File: src/include/pin_ctrl_params.svh
`ifndef PIN_CTRL_PARAMS_SVH
`define PIN_CTRL_PARAMS_SVH

// channels in the bank.
`define PIN_NUM_CHANNELS 4

// register byte offsets within a channel page.
`define PIN_REG_NCO_INC      8'd1
`define PIN_REG_END_TIME     8'd2
`define PIN_REG_LOCAL_CMD    8'd3
`define PIN_REG_SAMPLE_RATE  8'd4
`define PIN_REG_SAMPLE_LEVEL 8'd5
`define PIN_REG_SAMPLE_CNT   8'd7
`define PIN_REG_STATUS       8'd8
`define PIN_REG_LAST_DATA    8'd9

// one-shot command codes.
`define PIN_CMD_START_OUTPUT 16'd1
`define PIN_CMD_CONST        16'd2
`define PIN_CMD_INPUT_STREAM 16'd3
`define PIN_CMD_RESET        16'd5

// one-hot channel states, as seen in status bits 15:11.
`define PIN_ST_IDLE   5'b00001
`define PIN_ST_CONST  5'b00010
`define PIN_ST_STREAM 5'b01000
`define PIN_ST_OUTPUT 5'b10000

// fixed marker field of a sample record.
`define PIN_SAMPLE_MARKER 15'h55E7

`endif
File: src/pin_ctrl_pkg.sv
`default_nettype none

package pin_ctrl_pkg;

  // host bus address, seen as one word or as page and register offset.
  typedef union packed {
    logic [18:0] raw;
    struct packed {
      logic [2:0] spare;
      logic [7:0] page;
      logic [7:0] offset;
    } f;
  } bus_addr_u;

endpackage

`default_nettype wire

File: src/reg_bus_if.sv
`timescale 1ns/1ns
`default_nettype none

interface reg_bus_if;
  import pin_ctrl_pkg::*;

  logic        sel;
  logic        wr;
  logic        rd;
  bus_addr_u   addr;
  logic [31:0] wdata;
  logic [15:0] rdata;

  modport fabric (output sel, output wr, output rd, output addr, output wdata,
                  input rdata);

  modport channel (input sel, input wr, input rd, input addr, input wdata,
                   output rdata);

endinterface

`default_nettype wire

File: src/pin_array.sv
`timescale 1ns/1ns
`default_nettype none
`include "pin_ctrl_params.svh"

module pin_array (
  input  logic                         clk,
  input  logic                         reset,
  input  logic                         enable,
  input  logic [18:0]                  addr,
  input  logic                         data_wr,
  input  logic                         data_rd,
  input  logic [31:0]                  data_in,
  output logic [15:0]                  data_out,
  input  logic [31:0]                  current_time,
  input  logic [`PIN_NUM_CHANNELS-1:0] pin_in,
  output logic [`PIN_NUM_CHANNELS-1:0] pin_out,
  output logic [`PIN_NUM_CHANNELS-1:0] pin_oe,
  input  logic                         output_sample,
  input  logic [7:0]                   channel_select,
  output logic [31:0]                  sample_data
);

  reg_bus_if   bus [`PIN_NUM_CHANNELS] ();
  logic [31:0] records [`PIN_NUM_CHANNELS];

  reg_bus_fabric u_fabric (
    .clk      (clk),
    .reset    (reset),
    .enable   (enable),
    .addr     (addr),
    .data_wr  (data_wr),
    .data_rd  (data_rd),
    .data_in  (data_in),
    .data_out (data_out),
    .ch       (bus)
  );

  for (genvar i = 0; i < `PIN_NUM_CHANNELS; i++) begin : g_channel
    pin_channel #(
      .position (i)
    ) u_channel (
      .clk           (clk),
      .reset         (reset),
      .bus           (bus[i]),
      .current_time  (current_time),
      .pin_in        (pin_in[i]),
      .pin_out       (pin_out[i]),
      .pin_oe        (pin_oe[i]),
      .sample_record (records[i])
    );
  end

  sample_collector u_collector (
    .clk            (clk),
    .reset          (reset),
    .output_sample  (output_sample),
    .channel_select (channel_select),
    .records        (records),
    .sample_data    (sample_data)
  );

endmodule

`default_nettype wire

File: src/sample_collector.sv
`timescale 1ns/1ns
`default_nettype none
`include "pin_ctrl_params.svh"

module sample_collector (
  input  logic        clk,
  input  logic        reset,
  input  logic        output_sample,
  input  logic [7:0]  channel_select,
  input  logic [31:0] records [`PIN_NUM_CHANNELS],
  output logic [31:0] sample_data
);

  // zero unless a request hits an existing channel.
  always_ff @(posedge clk) begin
    if (reset) begin
      sample_data <= '0;
    end else begin
      sample_data <= '0;
      if (output_sample) begin
        for (int i = 0; i < `PIN_NUM_CHANNELS; i++) begin
          if (channel_select == 8'(i)) begin
            sample_data <= records[i];
          end
        end
      end
    end
  end

endmodule

`default_nettype wire

File: src/pin_channel.sv
`timescale 1ns/1ns
`default_nettype none
`include "pin_ctrl_params.svh"

module pin_channel #(
  parameter int position = 0
) (
  input  logic        clk,
  input  logic        reset,
  reg_bus_if.channel  bus,
  input  logic [31:0] current_time,
  input  logic        pin_in,
  output logic        pin_out,
  output logic        pin_oe,
  output logic [31:0] sample_record
);

  localparam logic [7:0] pos_id = 8'(position);

  logic [31:0] nco_inc;
  logic [31:0] end_time;
  logic [31:0] nco_pa;
  logic [15:0] command;
  logic [15:0] sample_rate;
  logic [15:0] rate_cnt;
  logic [15:0] last_data;
  logic [14:0] sample_cnt;
  logic [4:0]  state;
  logic [7:0]  offset;
  logic        sample_level;
  logic        cmd_clear;
  logic        cmd_pending;
  logic        stream_start;
  logic        wr_en;
  logic        rd_en;
  logic        pin_meta;
  logic        pin_sync;

  assign offset       = bus.addr.f.offset;
  assign wr_en        = bus.sel && bus.wr;
  assign rd_en        = bus.sel && bus.rd;
  assign cmd_pending  = (command != '0) && !cmd_clear;
  assign stream_start = (state == `PIN_ST_IDLE) && cmd_pending &&
                        (command == `PIN_CMD_INPUT_STREAM);

  // a host write to the command register wins over the one-shot clear.
  always_ff @(posedge clk) begin
    if (reset) begin
      nco_inc     <= '0;
      end_time    <= '0;
      command     <= '0;
      sample_rate <= '0;
    end else begin
      if (cmd_clear) begin
        command <= '0;
      end
      if (wr_en) begin
        case (offset)
          `PIN_REG_NCO_INC:     nco_inc <= bus.wdata;
          `PIN_REG_END_TIME:    end_time <= bus.wdata;
          `PIN_REG_LOCAL_CMD:   command <= bus.wdata[15:0];
          `PIN_REG_SAMPLE_RATE: sample_rate <= bus.wdata[15:0];
          default: ;
        endcase
      end
    end
  end

  // capture of any write to this page.
  always_ff @(posedge clk) begin
    if (reset) begin
      last_data <= '0;
    end else if (wr_en) begin
      last_data <= bus.wdata[15:0];
    end
  end

  // command fsm.
  always_ff @(posedge clk) begin
    if (reset) begin
      state     <= `PIN_ST_IDLE;
      cmd_clear <= 1'b0;
    end else begin
      cmd_clear <= 1'b0;
      case (state)
        `PIN_ST_IDLE: begin
          if (cmd_pending) begin
            cmd_clear <= 1'b1;
            case (command)
              `PIN_CMD_START_OUTPUT: state <= `PIN_ST_OUTPUT;
              `PIN_CMD_CONST:        state <= `PIN_ST_CONST;
              `PIN_CMD_INPUT_STREAM: state <= `PIN_ST_STREAM;
              default: ;
            endcase
          end
        end
        `PIN_ST_OUTPUT, `PIN_ST_CONST: begin
          if (cmd_pending && (command == `PIN_CMD_RESET)) begin
            cmd_clear <= 1'b1;
            state     <= `PIN_ST_IDLE;
          end else if (current_time >= end_time) begin
            state <= `PIN_ST_IDLE;
          end
        end
        // streaming runs until a reset command.
        `PIN_ST_STREAM: begin
          if (cmd_pending && (command == `PIN_CMD_RESET)) begin
            cmd_clear <= 1'b1;
            state     <= `PIN_ST_IDLE;
          end
        end
        default: state <= `PIN_ST_IDLE;
      endcase
    end
  end

  // nco output frequency is roughly f_clk * nco_inc / 2^32.
  always_ff @(posedge clk) begin
    if (reset) begin
      nco_pa <= '0;
    end else if (state == `PIN_ST_OUTPUT) begin
      nco_pa <= nco_pa + nco_inc;
    end else if (state == `PIN_ST_CONST) begin
      nco_pa <= '1;
    end else begin
      nco_pa <= '0;
    end
  end

  assign pin_out = nco_pa[31];
  assign pin_oe  = (state == `PIN_ST_OUTPUT) || (state == `PIN_ST_CONST);

  // two-stage sync for the asynchronous pin.
  always_ff @(posedge clk) begin
    pin_meta <= pin_in;
    pin_sync <= pin_meta;
  end

  // input sampler takes one sample every sample_rate cycles.
  always_ff @(posedge clk) begin
    if (reset) begin
      rate_cnt     <= '0;
      sample_cnt   <= '0;
      sample_level <= 1'b0;
    end else if (stream_start) begin
      rate_cnt     <= sample_rate;
      sample_cnt   <= '0;
      sample_level <= 1'b0;
    end else if (state == `PIN_ST_STREAM) begin
      if (rate_cnt <= 16'd1) begin
        rate_cnt     <= sample_rate;
        sample_level <= pin_sync;
        sample_cnt   <= sample_cnt + 15'd1;
      end else begin
        rate_cnt <= rate_cnt - 16'd1;
      end
    end
  end

  // registered read data is zero when not addressed.
  always_ff @(posedge clk) begin
    if (reset) begin
      bus.rdata <= '0;
    end else if (rd_en) begin
      case (offset)
        `PIN_REG_SAMPLE_LEVEL: bus.rdata <= {15'b0, sample_level};
        `PIN_REG_SAMPLE_CNT:   bus.rdata <= {1'b0, sample_cnt};
        `PIN_REG_STATUS:       bus.rdata <= {state, 3'b000, pos_id};
        `PIN_REG_LAST_DATA:    bus.rdata <= last_data;
        default:               bus.rdata <= '0;
      endcase
    end else begin
      bus.rdata <= '0;
    end
  end

  assign sample_record = {1'b0, sample_cnt, `PIN_SAMPLE_MARKER, sample_level};

endmodule

`default_nettype wire

File: src/reg_bus_fabric.sv
`timescale 1ns/1ns
`default_nettype none
`include "pin_ctrl_params.svh"

module reg_bus_fabric (
  input  logic                  clk,
  input  logic                  reset,
  input  logic                  enable,
  input  pin_ctrl_pkg::bus_addr_u addr,
  input  logic                  data_wr,
  input  logic                  data_rd,
  input  logic [31:0]           data_in,
  output logic [15:0]           data_out,
  reg_bus_if.fabric             ch [`PIN_NUM_CHANNELS]
);

  logic [15:0] rdata_ch [`PIN_NUM_CHANNELS];
  logic        rd_pending;

  // page match selects exactly one channel.
  for (genvar i = 0; i < `PIN_NUM_CHANNELS; i++) begin : g_ch
    assign ch[i].sel   = enable && (addr.f.page == 8'(i));
    assign ch[i].wr    = data_wr;
    assign ch[i].rd    = data_rd;
    assign ch[i].addr  = addr;
    assign ch[i].wdata = data_in;
    assign rdata_ch[i] = ch[i].rdata;
  end

  // read data is valid the cycle after the strobe.
  always_ff @(posedge clk) begin
    if (reset) begin
      rd_pending <= 1'b0;
    end else begin
      rd_pending <= enable && data_rd;
    end
  end

  always_comb begin
    data_out = '0;
    if (rd_pending) begin
      for (int k = 0; k < `PIN_NUM_CHANNELS; k++) begin
        data_out = data_out | rdata_ch[k];
      end
    end
  end

endmodule

`default_nettype wire

File: config.mk
export PLATFORM = sky130hd
export DESIGN_NAME = pin_array
export DESIGN_NICKNAME = d
export VERILOG_FILES = /design/src/pin_ctrl_pkg.sv /design/src/reg_bus_if.sv /design/src/pin_array.sv /design/src/sample_collector.sv /design/src/pin_channel.sv /design/src/reg_bus_fabric.sv
export VERILOG_INCLUDE_DIRS = /design/src /design/src/include
export SDC_FILE = /design/constraint.sdc
export NUM_CORES = 2
export LEC_CHECK = 0
export ABC_AREA = 1
export BUFFER_PORTS_ARGS = -buffer_cell sky130_fd_sc_hd__buf_4
export CORE_UTILIZATION = 60
export DETAILED_ROUTE_END_ITERATION = 7
export GPL_ROUTABILITY_DRIVEN = 0
export PLACE_DENSITY = 0.83
export SLEW_MARGIN = 10
export SYNTH_ARGS = -nofsm -noshare
export SYNTH_HDL_FRONTEND = slang
export SYNTH_SLANG_ARGS = --single-unit
File: constraint.sdc
create_clock -name clk -period 5 [get_ports clk]
set_input_delay 0.25 -clock clk [delete_from_list [all_inputs] [get_ports clk]]
set_output_delay 0.25 -clock clk [all_outputs]
set_load 0.005 [all_outputs]
Word level (Yosys, flattened, before mapping)
Cells that the tools add are included.
{ "word_totals": {"ff_bits": 833, "output_inout_bits": 56} }
{ "classes": {"n_addsub": 12, "magnitude_cmp": 8, "n_eq_ne": 62, "n_mux": 77, "bitwise": 8, "n_reduce_logical": 85} }
{ "ops": {"columns": ["operator", "count"], "rows": [
  ["16-bit two-way mux", 25],
  ["32-bit two-way mux", 8],
  ["16-bit case mux with 4 select lines", 4],
  ["32-bit adder", 4],
  ["16-bit by 2-bit equality test with 1-bit output, second input constant", 8],
  ["32-bit >= comparator", 4],
  ["31-bit two-way mux", 4],
  ["5-bit case mux with 3 select lines", 8],
  ["5-bit two-way mux", 16],
  ["16-bit by 1-bit equality test with 1-bit output, second input constant", 4],
  ["16-bit by 3-bit equality test with 1-bit output, second input constant", 4],
  ["16-bit by 1-bit less-or-equal comparator with 1-bit output, second input constant", 4],
  ["16-bit nonzero test", 4],
  ["16-bit by 1-bit subtractor with 16-bit output, second input constant", 4],
  ["15-bit by 1-bit adder with 15-bit output, second input constant", 4],
  ["8-bit by 2-bit equality test with 1-bit output, second input constant", 6],
  ["16-bit bitwise OR", 3],
  ["2-bit AND reduction", 16],
  ["1-bit logical AND", 29],
  ["2-bit OR reduction", 13],
  ["8-bit by 1-bit equality test with 1-bit output, second input constant", 3],
  ["8-bit by 3-bit equality test with 1-bit output, second input constant", 3],
  ["5-bit by 1-bit equality test with 1-bit output, second input constant", 4],
  ["5-bit by 2-bit equality test with 1-bit output, second input constant", 4],
  ["16 further kinds", 66]
]} }

Longest topological paths before layout
{ "depth": {"ltp_word": 5, "ltp_mapped": 18, "mapped_depth_nobuf": 18} }

Modules after synthesis
From an unflattened synthesis, not the netlist that was laid out.
{ "unflattened": {"hier_cells": 6467, "area_unflattened_um2": 46301.9} }
{ "modules_own_cells": {"columns": ["module", "instances", "cells_each", "area_each_um2", "seq_area_each_um2"], "rows": [
  ["pin_channel (g_channel[2].u_channel)", 1, 1471, 10593.9, 3983.8],
  ["pin_channel (g_channel[1].u_channel)", 1, 1452, 10578.9, 3983.8],
  ["pin_channel (g_channel[0].u_channel)", 1, 1456, 10570.1, 3983.8],
  ["pin_channel (g_channel[3].u_channel)", 1, 1445, 10487.6, 3983.8],
  ["sample_collector", 1, 364, 2177.1, 640.6],
  ["reg_bus_fabric", 1, 279, 1894.3, 20.0]
]} }

Worst setup path after synthesis
OpenSTA, ideal clock, no wires.
{ "synth_path": {"path_type": "register -> register", "from": "register g_channel[2].u_channel.nco_inc[0]", "to": "register g_channel[2].u_channel.nco_pa[28]", "setup_time_ps": 132, "arrival_ps": 1981, "setup_slack_ps": 2886, "path_stages_with_launch": 12, "period_less_slack_ps": 2114, "cell_sequence": "dfxtp_1 > ha_1 > inv_1 > fa_1 > o21ai_0 > a21oi_1 > o21ai_0 > nand2_1 > nand2_1 > nand2_1 > nand3_1 > a21oi_1"} }
{ "synth_via": {"elab_chain_cells": 2} }
{ "synth_rtl": {"columns": ["item", "line", "rtl"], "rows": [
  ["start, declared", "pin_channel.sv:20", "logic [31:0] nco_inc;"],
  ["start signal, assigned", "pin_channel.sv:59", "`PIN_REG_NCO_INC: nco_inc <= bus.wdata;"],
  ["32-bit adder", "pin_channel.sv:122", "nco_pa <= nco_pa + nco_inc;"],
  ["32-bit two-way mux", "pin_channel.sv:121", "end else if (state == `PIN_ST_OUTPUT) begin"],
  ["end signal, assigned", "pin_channel.sv:122", null],
  ["end, declared", "pin_channel.sv:22", "logic [31:0] nco_pa;"]
]} }
No other way between the ends.
A chain may end at the register's enable or synchronous reset.

Final worst setup path
{ "layout_path": {"from": "register g_channel[1].u_channel.rate_cnt[0]", "to": "register g_channel[1].u_channel.rate_cnt[7]"} }
{ "layout_via": {"elab_chain_cells": 4, "word_cells_on_any_way": 5, "classes_between": "add/sub: 1; order compare: 1; mux: 3"} }
{ "layout_rtl": {"columns": ["item", "line", "rtl"], "rows": [
  ["start, declared", "pin_channel.sv:25", "logic [15:0] rate_cnt;"],
  ["start signal, assigned", "pin_channel.sv:146", "rate_cnt <= sample_rate;"],
  ["start signal, assigned", "pin_channel.sv:151", "rate_cnt <= sample_rate;"],
  ["start signal, assigned", "pin_channel.sv:155", "rate_cnt <= rate_cnt - 16'd1;"],
  ["16-bit by 1-bit subtractor with 16-bit output or 16-bit by 1-bit less-or-equal comparator with 1-bit output (tied branches)", "pin_channel.sv:155, pin_channel.sv:150", null],
  ["16-bit two-way mux *", "pin_channel.sv:150", "if (rate_cnt <= 16'd1) begin"],
  ["16-bit two-way mux *", "pin_channel.sv:149", "end else if (state == `PIN_ST_STREAM) begin"],
  ["16-bit two-way mux *", "pin_channel.sv:145", "end else if (stream_start) begin"]
]} }
Mark *: on every way between the ends. The rest lies on a longest branch, timed or not. The select of a mux whose other input is x is not followed.

==> impl_metrics.env <==
export IMPL_slowest_delay_ns=0.56
export IMPL_grt_overflow_total=0
export IMPL_wl_met1_mm=52.1
export IMPL_area_growth_syn_to_layout_pct=9.70
export IMPL_wl_met3_mm=11.0
export IMPL_place_ws_ns=1.86
export IMPL_h_tree_depth=3
export IMPL_n_antenna_cell=0
export IMPL_netlist_area_um2=43400
export IMPL_cap_viol_max_count=0
export IMPL_placed_cells_incl_taps=6761
export IMPL_setup_viol=0
export IMPL_switching_share_pct=26.0
export IMPL_layout_area_seq_um2=16300
export IMPL_synthDistinctLibCells=59
export IMPL_worstPathCellList="inv_1 -> ha_1 -> nand2_1 -> nor3_2 -> o21ai_1 -> nand2_1 -> inv_1 -> nor2_1 -> o21ai_0 -> nand3_1 -> inv_1"
export IMPL_drive_gt1_share_pct=7.78
export IMPL_cts_setup_buffers=0
export IMPL_instances_no_fill=6927
export IMPL_final_net_count=6281
export IMPL_ys_ff_latch=814
export IMPL_port_buffer_count=147
export IMPL_dieArea_um2=73400
export IMPL_ys_flop_type="dfxtp_1"
export IMPL_yosys_area_top_type="dfxtp_1"
export IMPL_finalMaxSlewViolations=0
export IMPL_post_synth_top_area_fraction_pct=37.6
export IMPL_antenna_found_initial=2
export IMPL_cp_required_ns=5.55
export IMPL_crit_top_cell="inv_1"
export IMPL_final_cell_area_um2=47600
export IMPL_cts_tree="yes"
export IMPL_synth_area_leaders="dfxtp_1 (38%), a21oi_1 (8.8%), nand2_1 (8.4%)"
export IMPL_critPathSlowestCell="nand2_1"
export IMPL_setup_tns_final_ns=0
export IMPL_drt_wl_total_mm=125
export IMPL_yosys_cell_count_top_type="nand2_1"
export IMPL_nFillCells=5956
export IMPL_die_h_um=271
export IMPL_wl_met2_mm=55.8
export IMPL_track_usage_pct=32.9
export IMPL_clock_skew_ns=0.0233
export IMPL_drt_first_pass_iters=5
export IMPL_cellLeakagePower_nw=19.6
export IMPL_cellPowerDensity_nw_per_um2=310
export IMPL_path_delay_family="simple AND/OR/NAND/NOR gates"
export IMPL_placedInstanceArea_um2=44600
export IMPL_rsz0062_at_grt="no"
export IMPL_grt_max_degree=130
export IMPL_critPathKind="register to register"
export IMPL_clock_fmax_mhz=352
export IMPL_clock_latency_ns=0.66
export IMPL_drcViolationCount=0
export IMPL_syn_avg_cell_area_um2=7.34
export IMPL_hold_worst_slack_ns=0.0164
export IMPL_routedWlPerCell_um=18.0
export IMPL_routed_top_layer="met5"
export IMPL_fin_crit_sh_pct=56.9
export IMPL_switchingPower_mw=3.84
export IMPL_tightestPinTransition_ns=1.22
export IMPL_synthCells=5909
export IMPL_end_kind="register"
export IMPL_slew_headroom_pct=18.5
export IMPL_vias=41100
export IMPL_worst_slack_ns=2.16
export IMPL_netlist_top_cells_count="nand2_1 (972), dfxtp_1 (814), a21oi_1 (759), nor2_1 (678), inv_1 (652)"
export IMPL_grt_pass1_wl_mm=197
export IMPL_hpwl_mm=85.4
export IMPL_grt_pass1_vias=37800
export IMPL_root_buffer="clkbuf_16"
export IMPL_hold_viol_final=0
export IMPL_comb_power_share_pct=10.2
export IMPL_initial_core_util_pct=60.7
export IMPL_cp_data_arrival_time_ns=3.40
export IMPL_ir_worst_vdd_mv=0.255
export IMPL_async_flop_share_pct=0
export IMPL_num_rows=98
export IMPL_fp_dieW_um=271
export IMPL_p_clk_share_pct=45.0
export IMPL_cp_max_fo=20
export IMPL_critPathBufInv=3
export IMPL_multi_input_area_um2=23300
export IMPL_cts_clk_slew_worst_paths_ns=0.06
export IMPL_synth_edff_count=0
export IMPL_startpoint_type="register"
export IMPL_core_area_um2=71500
export IMPL_io_pins=157
export IMPL_vias_per_cell=5.94
export IMPL_hp_class="primary input to register"
export IMPL_numCtsBuffers=86
export IMPL_p_int_mw=10.9
export IMPL_seqPwrFrac_pct=44.8
export IMPL_clkSinkCount=814
export IMPL_yosys_warnings=0
export IMPL_period_minus_slack_ns=2.84
export IMPL_clockBufferDepth=3
export IMPL_drtIter0Drc=4219
export IMPL_status="completed"
export IMPL_seq_area_frac_synth_pct=37.6
export IMPL_ant_nets=0
## worst paths after layout
kind	startpoint	endpoint	slack, ns	depth (start not counted)
min reg2reg	g_channel[2].u_channel.pin_meta$_DFF_P_	g_channel[2].u_channel.pin_sync$_DFF_P_	0.33	0
min	data_in[2]	g_channel[3].u_channel.sample_rate[2]$_SDFFE_PP0P_	0.02	3
max	g_channel[1].u_channel.rate_cnt[0]$_SDFFE_PP0P_	g_channel[1].u_channel.rate_cnt[7]$_SDFFE_PP0P_	2.16	11
max reg2reg	g_channel[1].u_channel.rate_cnt[0]$_SDFFE_PP0P_	g_channel[1].u_channel.rate_cnt[7]$_SDFFE_PP0P_	2.16	11
## routing by layer
layer | GRT usage, % | vias to the layer above
met4 | 15.3 | 4
li1 | - | 19900
met3 | 4.90 | 368
met5 | 0 | -
met2 | 53.0 | 1873
met1 | 43.4 | 18900
## metrics by stage
step	util (%)	power (mW)
after floorplan	-	7.78
after global placement	62.3	8.18
after detailed placement	62.3	8.21
after CTS	66.6	14.8
after global routing	66.6	15.2
final	66.6	14.8
## sequential cells by signal, indices dropped and copies added, names as in the netlist
signal,cells
g_channel.u_channel.cmd_clear,4
g_channel.u_channel.sample_level,4
g_channel.u_channel.nco_pa,128
g_channel.u_channel.nco_inc,128
g_channel.u_channel.pin_meta,4
u_fabric.rd_pending,1
g_channel.u_channel.sample_rate,64
g_channel.u_channel.sample_cnt,60
g_channel.u_channel.pin_sync,4
g_channel.u_channel.rate_cnt,64
g_channel.u_channel.bus.rdata,64
u_collector.sample_data,17
g_channel.u_channel.state,16
g_channel.u_channel.last_data,64
g_channel.u_channel.command,64
g_channel.u_channel.end_time,128
## repair_timing
action,4_1_cts,5_1_grt
resized for setup,0,0
setup endpoints to repair,0,0
endpoints found under the hold margin,19,0
hold buffers,13,0
## layout make-up
type	count	area share (%)
multi-input cells	4162	48.9
flip-flops and latches	814	34.2
inverters	669	5.32
clock buffers	123	5.17
repair buffers	179	2.91
well taps	950	2.50
clock inverters	30	0.954
## tightest hold or removal path, stage by stage
cell     delay, ns
buf_4         0.19
o21ai_0       0.11
nor2_1        0.08
## logic make-up (layout without fill, tap and decap cells)
kind of cell               after synthesis  count (layout)  synth area share (%)
adders and majority gates              268             268                  7.80
buffers and inverters                  938            1001                  8.90
DFF                                    814             814                  37.6
AOI/OAI and AO/OA                     1602            1602                  22.0
other                                    1               6               0.00864
xor gates and xnor gates                98              98                  1.98
and+or+nand+nor                       2188            2188                  21.8
## cells in the final DEF, fill, tap and decap left out, drive strengths merged, types with 2 or more instances in the layout
master and count:
nand2 981, dfxtp 814, a21oi 759, nor2 702
inv 667, o21ai 414, nand3 267, ha 264
a211oi 259, buf 166, clkbuf 123, nor3 84
xor2 70, nand4 63, nor4 53, o211ai 31
xnor2 28, nand3b 27, o21bai 26, a31oi 25
o21a 23, clkinv 19, a21o 16, a221oi 14
dlygate4sd3 13, o22ai 12, bufinv 10, a41oi 8
or2 7, conb 6, fa 4, nor3b 3
o31ai 3, a21boi 3, a22oi 3, clkinvlp 3
o221ai 2, a31o 2
## power groups by stage
stage | logic [mW] | registers [mW] | clock network (mW)
final | 1.50 | 6.61 | 6.65
after global routing | 1.65 | 6.62 | 6.94
after CTS | 1.47 | 6.61 | 6.67
after detailed placement | 1.45 | 6.75 | 0
after global placement | 1.42 | 6.75 | 0
after floorplan | 1.04 | 6.74 | 0
Power figures use the tool's default switching activity.
